`config.mk`:
```
export PLATFORM = sky130hd
export DESIGN_NAME = chip_io_top
export DESIGN_NICKNAME = d
export VERILOG_FILES = /design/src/design/chip_io_pkg.sv /design/src/design/chip_io_padring.sv /design/src/design/chip_io_top.sv /design/src/design/jtag_overlay_mux.sv
export SDC_FILE = /design/constraint.sdc
export NUM_CORES = 1
export LEC_CHECK = 0
export ABC_AREA = 1
export BUFFER_PORTS_ARGS = -buffer_cell sky130_fd_sc_hd__buf_2
export CAP_MARGIN = 20
export CORE_MARGIN = 2
export CORE_UTILIZATION = 35
export DETAILED_ROUTE_END_ITERATION = 10
export PLACE_DENSITY = 0.86
export SYNTH_ARGS = -nofsm -noshare
export SYNTH_HDL_FRONTEND = slang
export SYNTH_SLANG_ARGS = --single-unit
export TNS_END_PERCENT = 1
```
`constraint.sdc`:
```
create_clock -name clk_i -period 1 [get_ports clk_i]
set_input_delay 0.1 -clock clk_i [delete_from_list [all_inputs] [get_ports clk_i]]
set_output_delay 0.1 -clock clk_i [all_outputs]
set_load 0.05 [all_outputs]
```
`src/design/chip_io_pkg.sv`:
```
////////////////////////////////////////
// Pad counts, attribute bits, pad variant
// table and JTAG pin map of the chip I/O
////////////////////////////////////////

package chip_io_pkg;

  ////////////////////////////////////////
  // Pad counts
  ////////////////////////////////////////

  localparam int NumMio = 16;                     // Multiplexed pads
  localparam int NumDio = 6;                      // Dedicated pads
  localparam int NumIos = NumMio + NumDio;        // MIO low, DIO above

  ////////////////////////////////////////
  // Pad attributes
  ////////////////////////////////////////

  localparam int AttrDw        = 2;               // Attribute bits per pad
  localparam int AttrInvertBit = 0;               // Invert out and in
  localparam int AttrOdBit     = 1;               // Virtual open drain

  // Pad cell variant codes
  localparam logic [1:0] PadBidir     = 2'd0;     // Push-pull bidir
  localparam logic [1:0] PadOpenDrain = 2'd3;     // Pull-down only

  // MIO cell types, MIO 15 first
  localparam logic [NumMio-1:0][1:0] MioPadVariant = {
    PadBidir,                                     // MIO 15
    PadBidir,                                     // MIO 14
    PadBidir,                                     // MIO 13
    PadBidir,                                     // MIO 12, JTAG strap
    PadBidir,                                     // MIO 11
    PadBidir,                                     // MIO 10, SRST
    PadBidir,                                     // MIO 9, TRST
    PadBidir,                                     // MIO 8
    PadOpenDrain,                                 // MIO 7
    PadOpenDrain,                                 // MIO 6
    PadBidir,                                     // MIO 5
    PadBidir,                                     // MIO 4
    PadBidir,                                     // MIO 3
    PadBidir,                                     // MIO 2
    PadOpenDrain,                                 // MIO 1
    PadOpenDrain                                  // MIO 0
  };

  // DIO cells are all plain bidir
  localparam logic [NumDio-1:0][1:0] DioPadVariant = {NumDio{PadBidir}};

  ////////////////////////////////////////
  // Input synchronizer
  ////////////////////////////////////////

  localparam int SyncStages = 2;                  // Flops per MIO input

  ////////////////////////////////////////
  // JTAG overlay
  ////////////////////////////////////////

  // All indices below point into the full core-side vector
  localparam int   JtagEnIdx      = 12;           // Strap on MIO 12
  localparam logic JtagEnPolarity = 1'b1;         // High strap selects JTAG
  localparam int   TrstIdx        = 9;            // MIO 9
  localparam int   SrstIdx        = 10;           // MIO 10
  localparam int   TdiIdx         = NumMio + 0;   // DIO 0
  localparam int   TdoIdx         = NumMio + 1;   // DIO 1
  localparam int   TmsIdx         = NumMio + 4;   // DIO 4, chip select
  localparam int   TckIdx         = NumMio + 5;   // DIO 5, serial clock

  // Core sees an inactive chip select while the pins are borrowed
  localparam logic [NumIos-1:0] TieOffValues =
    {{(NumIos-1){1'b0}}, 1'b1} << TmsIdx;

endpackage : chip_io_pkg

```
`src/design/chip_io_padring.sv`:
```
////////////////////////////////////////
// Pad ring with per-pad drive variant,
// inversion and MIO input synchronizers
////////////////////////////////////////

`timescale 1ns/100ps

module chip_io_padring
  import chip_io_pkg::*;
(
  // Clock and reset
  input  logic                           clk_i,
  input  logic                           rst_n_i,
  // Requests from the overlay mux
  input  logic [NumIos-1:0]              pad_out_req_i,
  input  logic [NumIos-1:0]              pad_oe_req_i,
  input  logic [NumIos-1:0][AttrDw-1:0]  attr_i,
  // Pad side
  input  logic [NumMio-1:0]              mio_in_i,
  input  logic [NumDio-1:0]              dio_in_i,
  output logic [NumMio-1:0]              mio_out_o,
  output logic [NumMio-1:0]              mio_oe_o,
  output logic [NumDio-1:0]              dio_out_o,
  output logic [NumDio-1:0]              dio_oe_o,
  // Inputs back toward the core
  output logic [NumIos-1:0]              pad_in_raw_o,
  output logic [NumIos-1:0]              pad_in_sync_o
);

  ////////////////////////////////////////
  // Pad cells
  ////////////////////////////////////////

  logic [NumIos-1:0][1:0]    pad_variant;         // Cell type per index
  logic [NumIos-1:0]         pad_in;              // Raw pad levels
  logic [NumIos-1:0]         pad_out;             // Driven pad values
  logic [NumIos-1:0]         pad_oe;              // Driven pad enables
  logic [NumIos-1:0]         pad_od;              // Pad acts as open drain

  assign pad_variant = {DioPadVariant, MioPadVariant}; // DIO above MIO
  assign pad_in      = {dio_in_i, mio_in_i};

  for (genvar k = 0; k < NumIos; k++) begin : g_pad
    logic out_inv;                                // Request after inversion

    assign out_inv = pad_out_req_i[k] ^ attr_i[k][AttrInvertBit];

    // Physical open drain, or bidir forced by attribute
    assign pad_od[k] = (pad_variant[k] == PadOpenDrain) | attr_i[k][AttrOdBit];

    // Open drain only pulls low, enable carries the data
    assign pad_out[k] = pad_od[k] ? 1'b0 : out_inv;
    assign pad_oe[k]  = pad_od[k] ? (pad_oe_req_i[k] & ~out_inv) : pad_oe_req_i[k];

    assign pad_in_raw_o[k] = pad_in[k] ^ attr_i[k][AttrInvertBit]; // Input inversion
  end : g_pad

  // Split back into banks
  assign mio_out_o = pad_out[NumMio-1:0];
  assign mio_oe_o  = pad_oe[NumMio-1:0];
  assign dio_out_o = pad_out[NumIos-1:NumMio];
  assign dio_oe_o  = pad_oe[NumIos-1:NumMio];

  ////////////////////////////////////////
  // MIO input synchronizers
  ////////////////////////////////////////

  logic [SyncStages-1:0][NumMio-1:0] mio_sync_q;  // Stage 0 samples the pad

  always_ff @(posedge clk_i or negedge rst_n_i) begin
    if (!rst_n_i) begin
      mio_sync_q <= '0;                           // Strap reads low after reset
    end else begin
      mio_sync_q[0] <= pad_in_raw_o[NumMio-1:0];
      for (int s = 1; s < SyncStages; s++) begin
        mio_sync_q[s] <= mio_sync_q[s-1];         // Shift toward the core
      end
    end
  end

  // DIO inputs bypass the flops
  assign pad_in_sync_o = {pad_in_raw_o[NumIos-1:NumMio], mio_sync_q[SyncStages-1]};

  ////////////////////////////////////////
  // Checks
  ////////////////////////////////////////

  // Cells built as open drain in the variant table never drive high
  for (genvar k = 0; k < NumMio; k++) begin : g_od_chk
    if (MioPadVariant[k] == PadOpenDrain) begin : g_od
      od_never_high_a: assert property (
        @(posedge clk_i) disable iff (!rst_n_i)
        !(mio_oe_o[k] && mio_out_o[k])
      ) else $error("Open-drain pad driving high");
    end : g_od
  end : g_od_chk

endmodule : chip_io_padring

```
`src/design/chip_io_top.sv`:
```
////////////////////////////////////////
// Chip I/O top, pad ring plus JTAG mux
////////////////////////////////////////

`timescale 1ns/100ps

module chip_io_top
  import chip_io_pkg::*;
(
  // Clock and reset
  input  logic                           clk_i,
  input  logic                           rst_n_i,
  // Core side
  input  logic [NumIos-1:0]              core_out_i,
  input  logic [NumIos-1:0]              core_oe_i,
  input  logic [NumIos-1:0][AttrDw-1:0]  core_attr_i,
  output logic [NumIos-1:0]              core_in_o,
  // JTAG toward the core
  output logic                           jtag_tck_o,
  output logic                           jtag_tms_o,
  output logic                           jtag_tdi_o,
  output logic                           jtag_trst_n_o,
  output logic                           jtag_srst_n_o,
  input  logic                           jtag_tdo_i,
  // Pads
  input  logic [NumMio-1:0]              mio_in_i,
  input  logic [NumDio-1:0]              dio_in_i,
  output logic [NumMio-1:0]              mio_out_o,
  output logic [NumMio-1:0]              mio_oe_o,
  output logic [NumDio-1:0]              dio_out_o,
  output logic [NumDio-1:0]              dio_oe_o
);

  ////////////////////////////////////////
  // Mux to pad ring wires
  ////////////////////////////////////////

  logic [NumIos-1:0] pad_out_req;                 // Values after overlay
  logic [NumIos-1:0] pad_oe_req;                  // Enables after overlay
  logic [NumIos-1:0] pad_in_raw;                  // Unsynchronized inputs
  logic [NumIos-1:0] pad_in_sync;                 // MIO synchronized

  ////////////////////////////////////////
  // Pad ring
  ////////////////////////////////////////

  chip_io_padring chip_io_padring (
    .clk_i         ( clk_i       ),
    .rst_n_i       ( rst_n_i     ),
    .pad_out_req_i ( pad_out_req ),
    .pad_oe_req_i  ( pad_oe_req  ),
    .attr_i        ( core_attr_i ),               // Straight from the core
    .mio_in_i      ( mio_in_i    ),
    .dio_in_i      ( dio_in_i    ),
    .mio_out_o     ( mio_out_o   ),
    .mio_oe_o      ( mio_oe_o    ),
    .dio_out_o     ( dio_out_o   ),
    .dio_oe_o      ( dio_oe_o    ),
    .pad_in_raw_o  ( pad_in_raw  ),
    .pad_in_sync_o ( pad_in_sync )
  );

  ////////////////////////////////////////
  // JTAG overlay
  ////////////////////////////////////////

  jtag_overlay_mux jtag_overlay_mux (
    // Core side
    .core_out_i    ( core_out_i    ),
    .core_oe_i     ( core_oe_i     ),
    .core_in_o     ( core_in_o     ),
    // Pad ring side
    .pad_out_req_o ( pad_out_req   ),
    .pad_oe_req_o  ( pad_oe_req    ),
    .pad_in_raw_i  ( pad_in_raw    ),             // TAP pins skip the sync
    .pad_in_sync_i ( pad_in_sync   ),             // Strap and core inputs
    // TAP
    .jtag_tdo_i    ( jtag_tdo_i    ),
    .jtag_tck_o    ( jtag_tck_o    ),
    .jtag_tms_o    ( jtag_tms_o    ),
    .jtag_tdi_o    ( jtag_tdi_o    ),
    .jtag_trst_n_o ( jtag_trst_n_o ),
    .jtag_srst_n_o ( jtag_srst_n_o )
  );

endmodule : chip_io_top

```
`src/design/jtag_overlay_mux.sv`:
```
////////////////////////////////////////
// JTAG overlay mux, borrows six pads
// while the strap is set
////////////////////////////////////////

`timescale 1ns/100ps

module jtag_overlay_mux
  import chip_io_pkg::*;
(
  // Core side
  input  logic [NumIos-1:0] core_out_i,
  input  logic [NumIos-1:0] core_oe_i,
  output logic [NumIos-1:0] core_in_o,
  // Pad ring side
  output logic [NumIos-1:0] pad_out_req_o,
  output logic [NumIos-1:0] pad_oe_req_o,
  input  logic [NumIos-1:0] pad_in_raw_i,
  input  logic [NumIos-1:0] pad_in_sync_i,
  // JTAG toward the core
  input  logic              jtag_tdo_i,
  output logic              jtag_tck_o,
  output logic              jtag_tms_o,
  output logic              jtag_tdi_o,
  output logic              jtag_trst_n_o,
  output logic              jtag_srst_n_o
);

  ////////////////////////////////////////
  // Strap and borrowed pins
  ////////////////////////////////////////

  logic              jtag_en;                     // Overlay active
  logic [NumIos-1:0] jtag_pins;                   // Borrowed positions
  logic [NumIos-1:0] jtag_in_pins;                // Borrowed, pad-to-core

  // Synchronized strap, so mode changes line up with MIO inputs
  assign jtag_en = (pad_in_sync_i[JtagEnIdx] == JtagEnPolarity);

  always_comb begin
    jtag_in_pins          = '0;
    jtag_in_pins[TckIdx]  = 1'b1;
    jtag_in_pins[TmsIdx]  = 1'b1;
    jtag_in_pins[TdiIdx]  = 1'b1;
    jtag_in_pins[TrstIdx] = 1'b1;
    jtag_in_pins[SrstIdx] = 1'b1;
  end

  always_comb begin
    jtag_pins         = jtag_in_pins;
    jtag_pins[TdoIdx] = 1'b1;                     // TDO is the only driver
  end

  ////////////////////////////////////////
  // Pad steering
  ////////////////////////////////////////

  always_comb begin
    pad_out_req_o = core_out_i;                   // Default pass-through
    pad_oe_req_o  = core_oe_i;
    if (jtag_en) begin
      pad_oe_req_o          = core_oe_i & ~jtag_in_pins; // Inputs stay quiet
      pad_out_req_o[TdoIdx] = jtag_tdo_i;
      pad_oe_req_o[TdoIdx]  = 1'b1;
    end
  end

  // Core sees fixed levels on borrowed pins
  always_comb begin
    core_in_o = pad_in_sync_i;
    if (jtag_en) begin
      core_in_o = (pad_in_sync_i & ~jtag_pins) | (TieOffValues & jtag_pins);
    end
  end

  ////////////////////////////////////////
  // JTAG port
  ////////////////////////////////////////

  // Raw pad levels, TAP runs on its own clock
  always_comb begin
    jtag_tck_o    = 1'b0;                         // Idle TAP
    jtag_tms_o    = 1'b1;
    jtag_tdi_o    = 1'b0;
    jtag_trst_n_o = 1'b0;                         // Held in reset
    jtag_srst_n_o = 1'b0;
    if (jtag_en) begin
      jtag_tck_o    = pad_in_raw_i[TckIdx];
      jtag_tms_o    = pad_in_raw_i[TmsIdx];
      jtag_tdi_o    = pad_in_raw_i[TdiIdx];
      jtag_trst_n_o = pad_in_raw_i[TrstIdx];
      jtag_srst_n_o = pad_in_raw_i[SrstIdx];
    end
  end

  ////////////////////////////////////////
  // Checks
  ////////////////////////////////////////

  // Strap from the pad ring must hand TDO to the TAP and release TCK
  always_comb begin
    if (pad_in_sync_i[JtagEnIdx] == JtagEnPolarity) begin
      tdo_owned_a: assert (pad_oe_req_o[TdoIdx] && !pad_oe_req_o[TckIdx])
        else $error("JTAG active but TDO/TCK enables wrong");
    end
  end

endmodule : jtag_overlay_mux

```
==> results of run 1 <==
[per-layer routing]
layer / GRT usage [%] / vias up / routed length (um)
met3: 4.74 / 10 / 367
li1: - / 957 / -
met5: 0 / - / 0
met2: 33.3 / 103 / 2750
met4: 6.18 / 0 / 73
met1: 16.4 / 854 / 1750
[critical path, stage by stage, from the launching register on]
cell        delay [ns]
dfrtp_2           0.48
inv_4             0.09
nand2_2           0.05
nand3_2           0.08
nand3_2           0.08
nand2_2           0.09
clkinvlp_4        0.09
buf_6             0.15
[placed cells by master, fill, tap and decap left out, types with 2 or more instances in the layout]
cell	Yosys	layout
o21ai_0	16	16
dfrtp_1	32	31
buf_8	0	7
clkbuf_4	0	8
xnor2_1	16	15
inv_1	41	35
a21oi_1	4	4
nand2_1	15	13
nor2_2	0	3
buf_2	0	148
nor2_1	20	12
xor2_1	21	21
or2_1	2	2
nand2_2	2	4
conb_1	1	4
dlygate4sd3_1	0	10
clkinvlp_4	0	8
buf_6	2	12
a21oi_4	0	2
nor2b_1	5	5
clkbuf_8	0	5
nand3_2	3	6
buf_4	20	7
nand3_1	5	2
nor2_4	0	5
[logic make-up after synthesis]
logic type	after synthesis	share of synthesized area, %
DFF	32	43.8
and+or+nand+nor	53	13.6
other	1	0.205
AOI/OAI and AO/OA	22	6.43
xor gates and xnor gates	37	17.7
buffers and inverters	64	18.2
[metrics by stage]
stage,hold slack (ns),setup WS [ns]
finish,0.00754,-0.496
CTS,0.000199,-0.479
global placement,0.0625,-0.211
detailed placement,0.0698,-0.249
global route,0.00301,-0.598
floorplan,-0.196,-0.152
[synthesized netlist by cell type]
cell type,n
nor2b_1,5
dfrtp_1,32
buf_4,20
or2_1,2
buf_6,2
xor2_1,21
a21oi_2,2
conb_1,1
or2_2,1
inv_4,1
nand3_1,5
nand2_1,15
a21oi_1,4
xnor2_1,16
nand2_2,2
nand3_2,3
o21ai_0,16
inv_1,41
nor2_1,20
[sequential cells by signal, indices dropped and copies added, names as in the netlist]
register	count
chip_io_padring.mio_sync_q	16
chip_io_padring.pad_in_sync_o	16
[where the power goes]
part / switching [W] / total [W] / internal (W)
sequential: 0.0000423 / 0.00146 / 0.00142
clock: 0.000455 / 0.000949 / 0.000494
combinational: 0.00138 / 0.00206 / 0.000683
[final timing paths]
| check | endpoint | cells after the start |
|---|---|---|
| min in group asynchronous | chip_io_padring.mio_sync_q[6] | 3 |
| setup / recovery | dio_oe_o[1] | 7 |
| hold reg to reg | chip_io_padring.pad_in_sync_o[9] | 0 |
| hold / removal | chip_io_padring.mio_sync_q[5] | 2 |
| max in group asynchronous | chip_io_padring.pad_in_sync_o[12] | 3 |
| setup reg to reg | chip_io_padring.pad_in_sync_o[12] | 0 |
[timing repair]
item | 4_1_cts | 5_1_grt
cloned | 1 | 0
endpoints found under the hold margin | 40 | 1
gates resized for setup | 43 | 18
buffers inserted | 1 | 1
pin swaps | 1 | 2
setup endpoints to repair | 19 | 27
hold buffers | 9 | 1
[layout make-up]
class	instances	area, um^2	share of cell area [%]
Clock inverter	2	16.3	0.512
Multi-Input combinational cell	116	793	25.0
Timing Repair Buffer	193	1210	38.2
Timing Repair inverter	1	7.51	0.236
Tap cell	70	87.6	2.76
Sequential cell	32	802	25.3
Clock buffer	6	72.6	2.29
Inverter	42	183	5.75
==> impl_metrics.tcl, run 1 <==
set metrics [dict create \
    die_w_um 76.3 \
    fin_nets 504 \
    placeableCoreArea_um2 5070 \
    routedWlPerCell_um 10.7 \
    place_congestion 0.745 \
    start_util_pct 36.0 \
    fin_cells 462 \
    grt_overflow 0 \
    grt_pass1_vias 1955 \
    yosysSeqAreaShare_pct 43.8 \
    numPortBuffers 175 \
    cp.arrival_ns 1.40 \
    worstSkewPairLatency_ns 0.27 \
    required_ns 0.90 \
    num_rows 26 \
    finalMaxSlewViolations 0 \
    dpl.hpwl_um 3720 \
    syn_area_per_cell_um2 8.75 \
    clock_skew_ns 0.00528 \
    violations "negative setup slack" \
    min_path_type "input port to flip-flop" \
    layout_setup_ws_ns -0.496 \
    grt_usage_pct 16.8 \
    dp_cells 441 \
    cp-start-kind "flip-flop" \
    drc 0 \
    end_kind "output pin" \
    crit_path_start "chip_io_padring.pad_in_sync_o[12]" \
    fin_area_um2 3180 \
    cts_sinks 32 \
    drtAntennaViolNets 0 \
    worstSetupPathType "flip-flop to output pin" \
    yosys_warnings 0 \
    holdCritStartpoint "mio_in_i[5]" \
    cp_max_fo 7 \
    die_area_um2 5820 \
    drv_cap 0 \
    fmax_mhz 668 \
    netlist_instances 209 \
    drive_above_1_share_pct 56.4 \
    ir_drop_mv 0.602 \
    ys_seq_elements 32 \
    rrSetupSlack_ns 0.50 \
    synth.top_cell.area_share_pct 43.8 \
    first_iter_violations 56 \
    cts_tree "done" \
    yosys.cell_types.count 19 \
    area_delta_synth_final_pct 73.7 \
    grt_start_max_net_pins 33 \
    vias_per_cell 4.16 \
    rsz0062_at_grt "true" \
    fin_crit_sh_pct 150 \
    finalPower_w 0.00447 \
    status "finished, violations left" \
    ys_top_cells_by_area "dfrtp_1 (44%), xor2_1 (10%), inv_1 (8.4%), buf_4 (8.2%), xnor2_1 (7.7%)" \
    finalCriticalPeriod_ns 1.50 \
    antenna_found_initial 0 \
    drt_pre_antenna_iters 6 \
    hold_viol 0 \
    crit-reg2reg-launch "chip_io_padring.mio_sync_q[12]" \
    synth_top_cell_by_area "dfrtp_1" \
    slew_headroom_pct 66.9 \
    finalSetupViolations 19 \
    diodes 0 \
    syn-cell-area_um2 1830 \
    place_area_um2 2760 \
    root_buffer "clkbuf_8" \
    cts_buffers 5 \
    wl_um 4940 \
    nFillCells 397 \
    total_leakage_power_nw 1.77 \
    ios 184 \
    tns_ns -7.42 \
    cts_max_level 2 \
    die_y_um 76.3 \
    powerDensity_nw_per_um2 1410 \
    vias 1924 \
    grt_pass1_wl_um 8020 \
    cts.clk_slew.worst_paths_ns 0.07 \
    final_util_pct 62.6 \
    clk_path_buf_depth 2 \
    worst_slew_pin_slew_ns 0.492 \
]
Note: power is estimated with default switching activity, not from simulation.
==> run 2, diff against run 1 <==
--- a/config.mk
+++ b/config.mk
@@ -12,4 +12,5 @@
 export CORE_UTILIZATION = 35
 export DETAILED_ROUTE_END_ITERATION = 10
+export HOLD_SLACK_MARGIN = 0.03
 export PLACE_DENSITY = 0.86
 export SYNTH_ARGS = -nofsm -noshare
==> constraint.sdc (replaced) <==
create_clock -name clk_i -period 1 [get_ports clk_i]
set_input_delay 0.05 -clock clk_i [delete_from_list [all_inputs] [get_ports clk_i]]
set_output_delay 0.05 -clock clk_i [all_outputs]
set_load 0.05 [all_outputs]
==> impl_metrics.tcl, run 2 (same netlist as run 1, synthesis figures left out) <==
set metrics [dict create \
    wl_um 5500 \
    total_leakage_power_nw 1.86 \
    grt_pass1_wl_um 9040 \
    dpl.hpwl_um 4020 \
    cts_sinks 32 \
    root_buffer "clkbuf_8" \
    violations "negative setup slack" \
    status "finished, violations left" \
    diodes 0 \
    grt_pass1_vias 2129 \
    critical-path-max-stage-delay_ns 0.45 \
    routedWlPerCell_um 11.5 \
    final_common_cell "buf_2" \
    cp_max_fo 6 \
    nFillCells 434 \
    cp-start-kind "flip-flop" \
    fin_cells 476 \
    fin_area_um2 3230 \
    cts_setup_buffers 0 \
    finalSetupViolations 19 \
    reg2reg_depth 0 \
    layout_setup_ws_ns -0.322 \
    holdWs_ns 0.0674 \
    fmax_mhz 756 \
    cts_max_level 2 \
    slowest_stage "dfrtp_2" \
    ios 184 \
    vias_per_cell 4.23 \
    die_y_um 76.3 \
    ir_drop_mv 0.997 \
    drive_above_1_share_pct 51.5 \
    finalCriticalPeriod_ns 1.32 \
    hold_viol 0 \
    place_area_um2 2680 \
    cp_top_family "flip-flops" \
    start_util_pct 36.0 \
    powerDensity_nw_per_um2 1390 \
    clk_path_buf_depth 2 \
    required_ns 0.95 \
    grt_start_max_net_pins 33 \
    crit_cells 6 \
    grt_usage_pct 19.3 \
    vias 2014 \
    clock_skew_ns 0.00441 \
    grt_overflow 0 \
    end_kind "output pin" \
    die_w_um 76.3 \
    placeableCoreArea_um2 5070 \
    fin_nets 518 \
    cp.arrival_ns 1.27 \
    final_util_pct 63.6 \
    drt_pre_antenna_iters 4 \
    drc 0 \
    dp_cells 439 \
    numPortBuffers 175 \
    min_path_cells 3 \
    min_path_type "input port to flip-flop" \
    first_iter_violations 51 \
    finalMaxSlewViolations 0 \
    finalPower_w 0.00450 \
    antenna_found_initial 0 \
    place_congestion 0.786 \
    rsz0062_at_grt "true" \
    worstSetupPathType "flip-flop to output pin" \
    cts_tree "done" \
    crit_path_cell_trace "inv_4 -> nand2_2 -> nand3_2 -> nand2_1 -> nor2_2 -> buf_6" \
    worstSkewPairLatency_ns 0.27 \
    cts.clk_slew.worst_paths_ns 0.06 \
    layout_common_cells "buf_2 (155), inv_1 (39), dfrtp_1 (31)" \
    die_area_um2 5820 \
    drv_cap 0 \
    drtAntennaViolNets 0 \
    path_buf_inv 2 \
    cts_buffers 5 \
    fin_crit_sh_pct 132 \
    num_rows 26 \
    area_delta_synth_final_pct 76.7 \
]
## run 2: changes by cell type in the layout (fill, tap and decap cells not counted), sizes merged
cell	delta
buf	+3
clkbuf	-7
clkinv	-1
clkinvlp	-6
dlygate4sd3	+19
inv	+6
## run 2: repair_timing
action | CTS | global route
pin swaps | 0 | 1
endpoints found under the setup margin | 19 | 20
hold endpoints to repair | 46 | 0
hold buffers | 29 | 0
gates resized for setup | 38 | 15
## run 2: routing by layer
metal  up-vias  GRT usage [%]  part of all wire, %
met5         -              0                    0
met4         0           8.36                  1.8
met3        11           5.09                  5.5
met2        78           37.8                   61
met1       939           18.7                   32
li1        986              -                    -
## run 2: final timing paths
| path | start | to | slack [ns] |
|---|---|---|---|
| setup / recovery | chip_io_padring.pad_in_sync_o[12] | dio_out_o[1] | -0.32 |
| hold / removal | core_attr_i[18] | chip_io_padring.mio_sync_q[9] | 0.07 |
| setup reg to reg | chip_io_padring.mio_sync_q[12] | chip_io_padring.pad_in_sync_o[12] | 0.51 |
| hold reg to reg | chip_io_padring.mio_sync_q[5] | chip_io_padring.pad_in_sync_o[5] | 0.35 |
| max in group asynchronous | rst_n_i | chip_io_padring.pad_in_sync_o[12] | 0.35 |
| min in group asynchronous | rst_n_i | chip_io_padring.mio_sync_q[6] | 0.34 |
## run 2: cell type report
cell class / count / area, um^2 / area share, %
well taps: 70 / 87.6 / 2.71
flip-flops and latches: 32 / 802 / 24.8
multi-input cells: 116 / 741 / 22.9
inverters: 42 / 160 / 4.96
repair buffers: 208 / 1340 / 41.5
clock buffers: 6 / 82.6 / 2.56
clock inverters: 2 / 15.0 / 0.465
## run 2: power by group
group	internal [W]	switching (W)
registers	0.00142	0.0000398
logic	0.000673	0.00136
clock network	0.000556	0.000453
total	0.00265	0.00185
## run 2: through the flow
stage,setup slack (ns),TNS (ns)
2_1_floorplan,-0.217,-2.52
3_3_place_gp,-0.0674,-0.579
3_5_place_dp,-0.119,-1.23
4_1_cts,-0.316,-4.82
5_1_grt,-0.392,-5.68
6_report,-0.322,-4.67
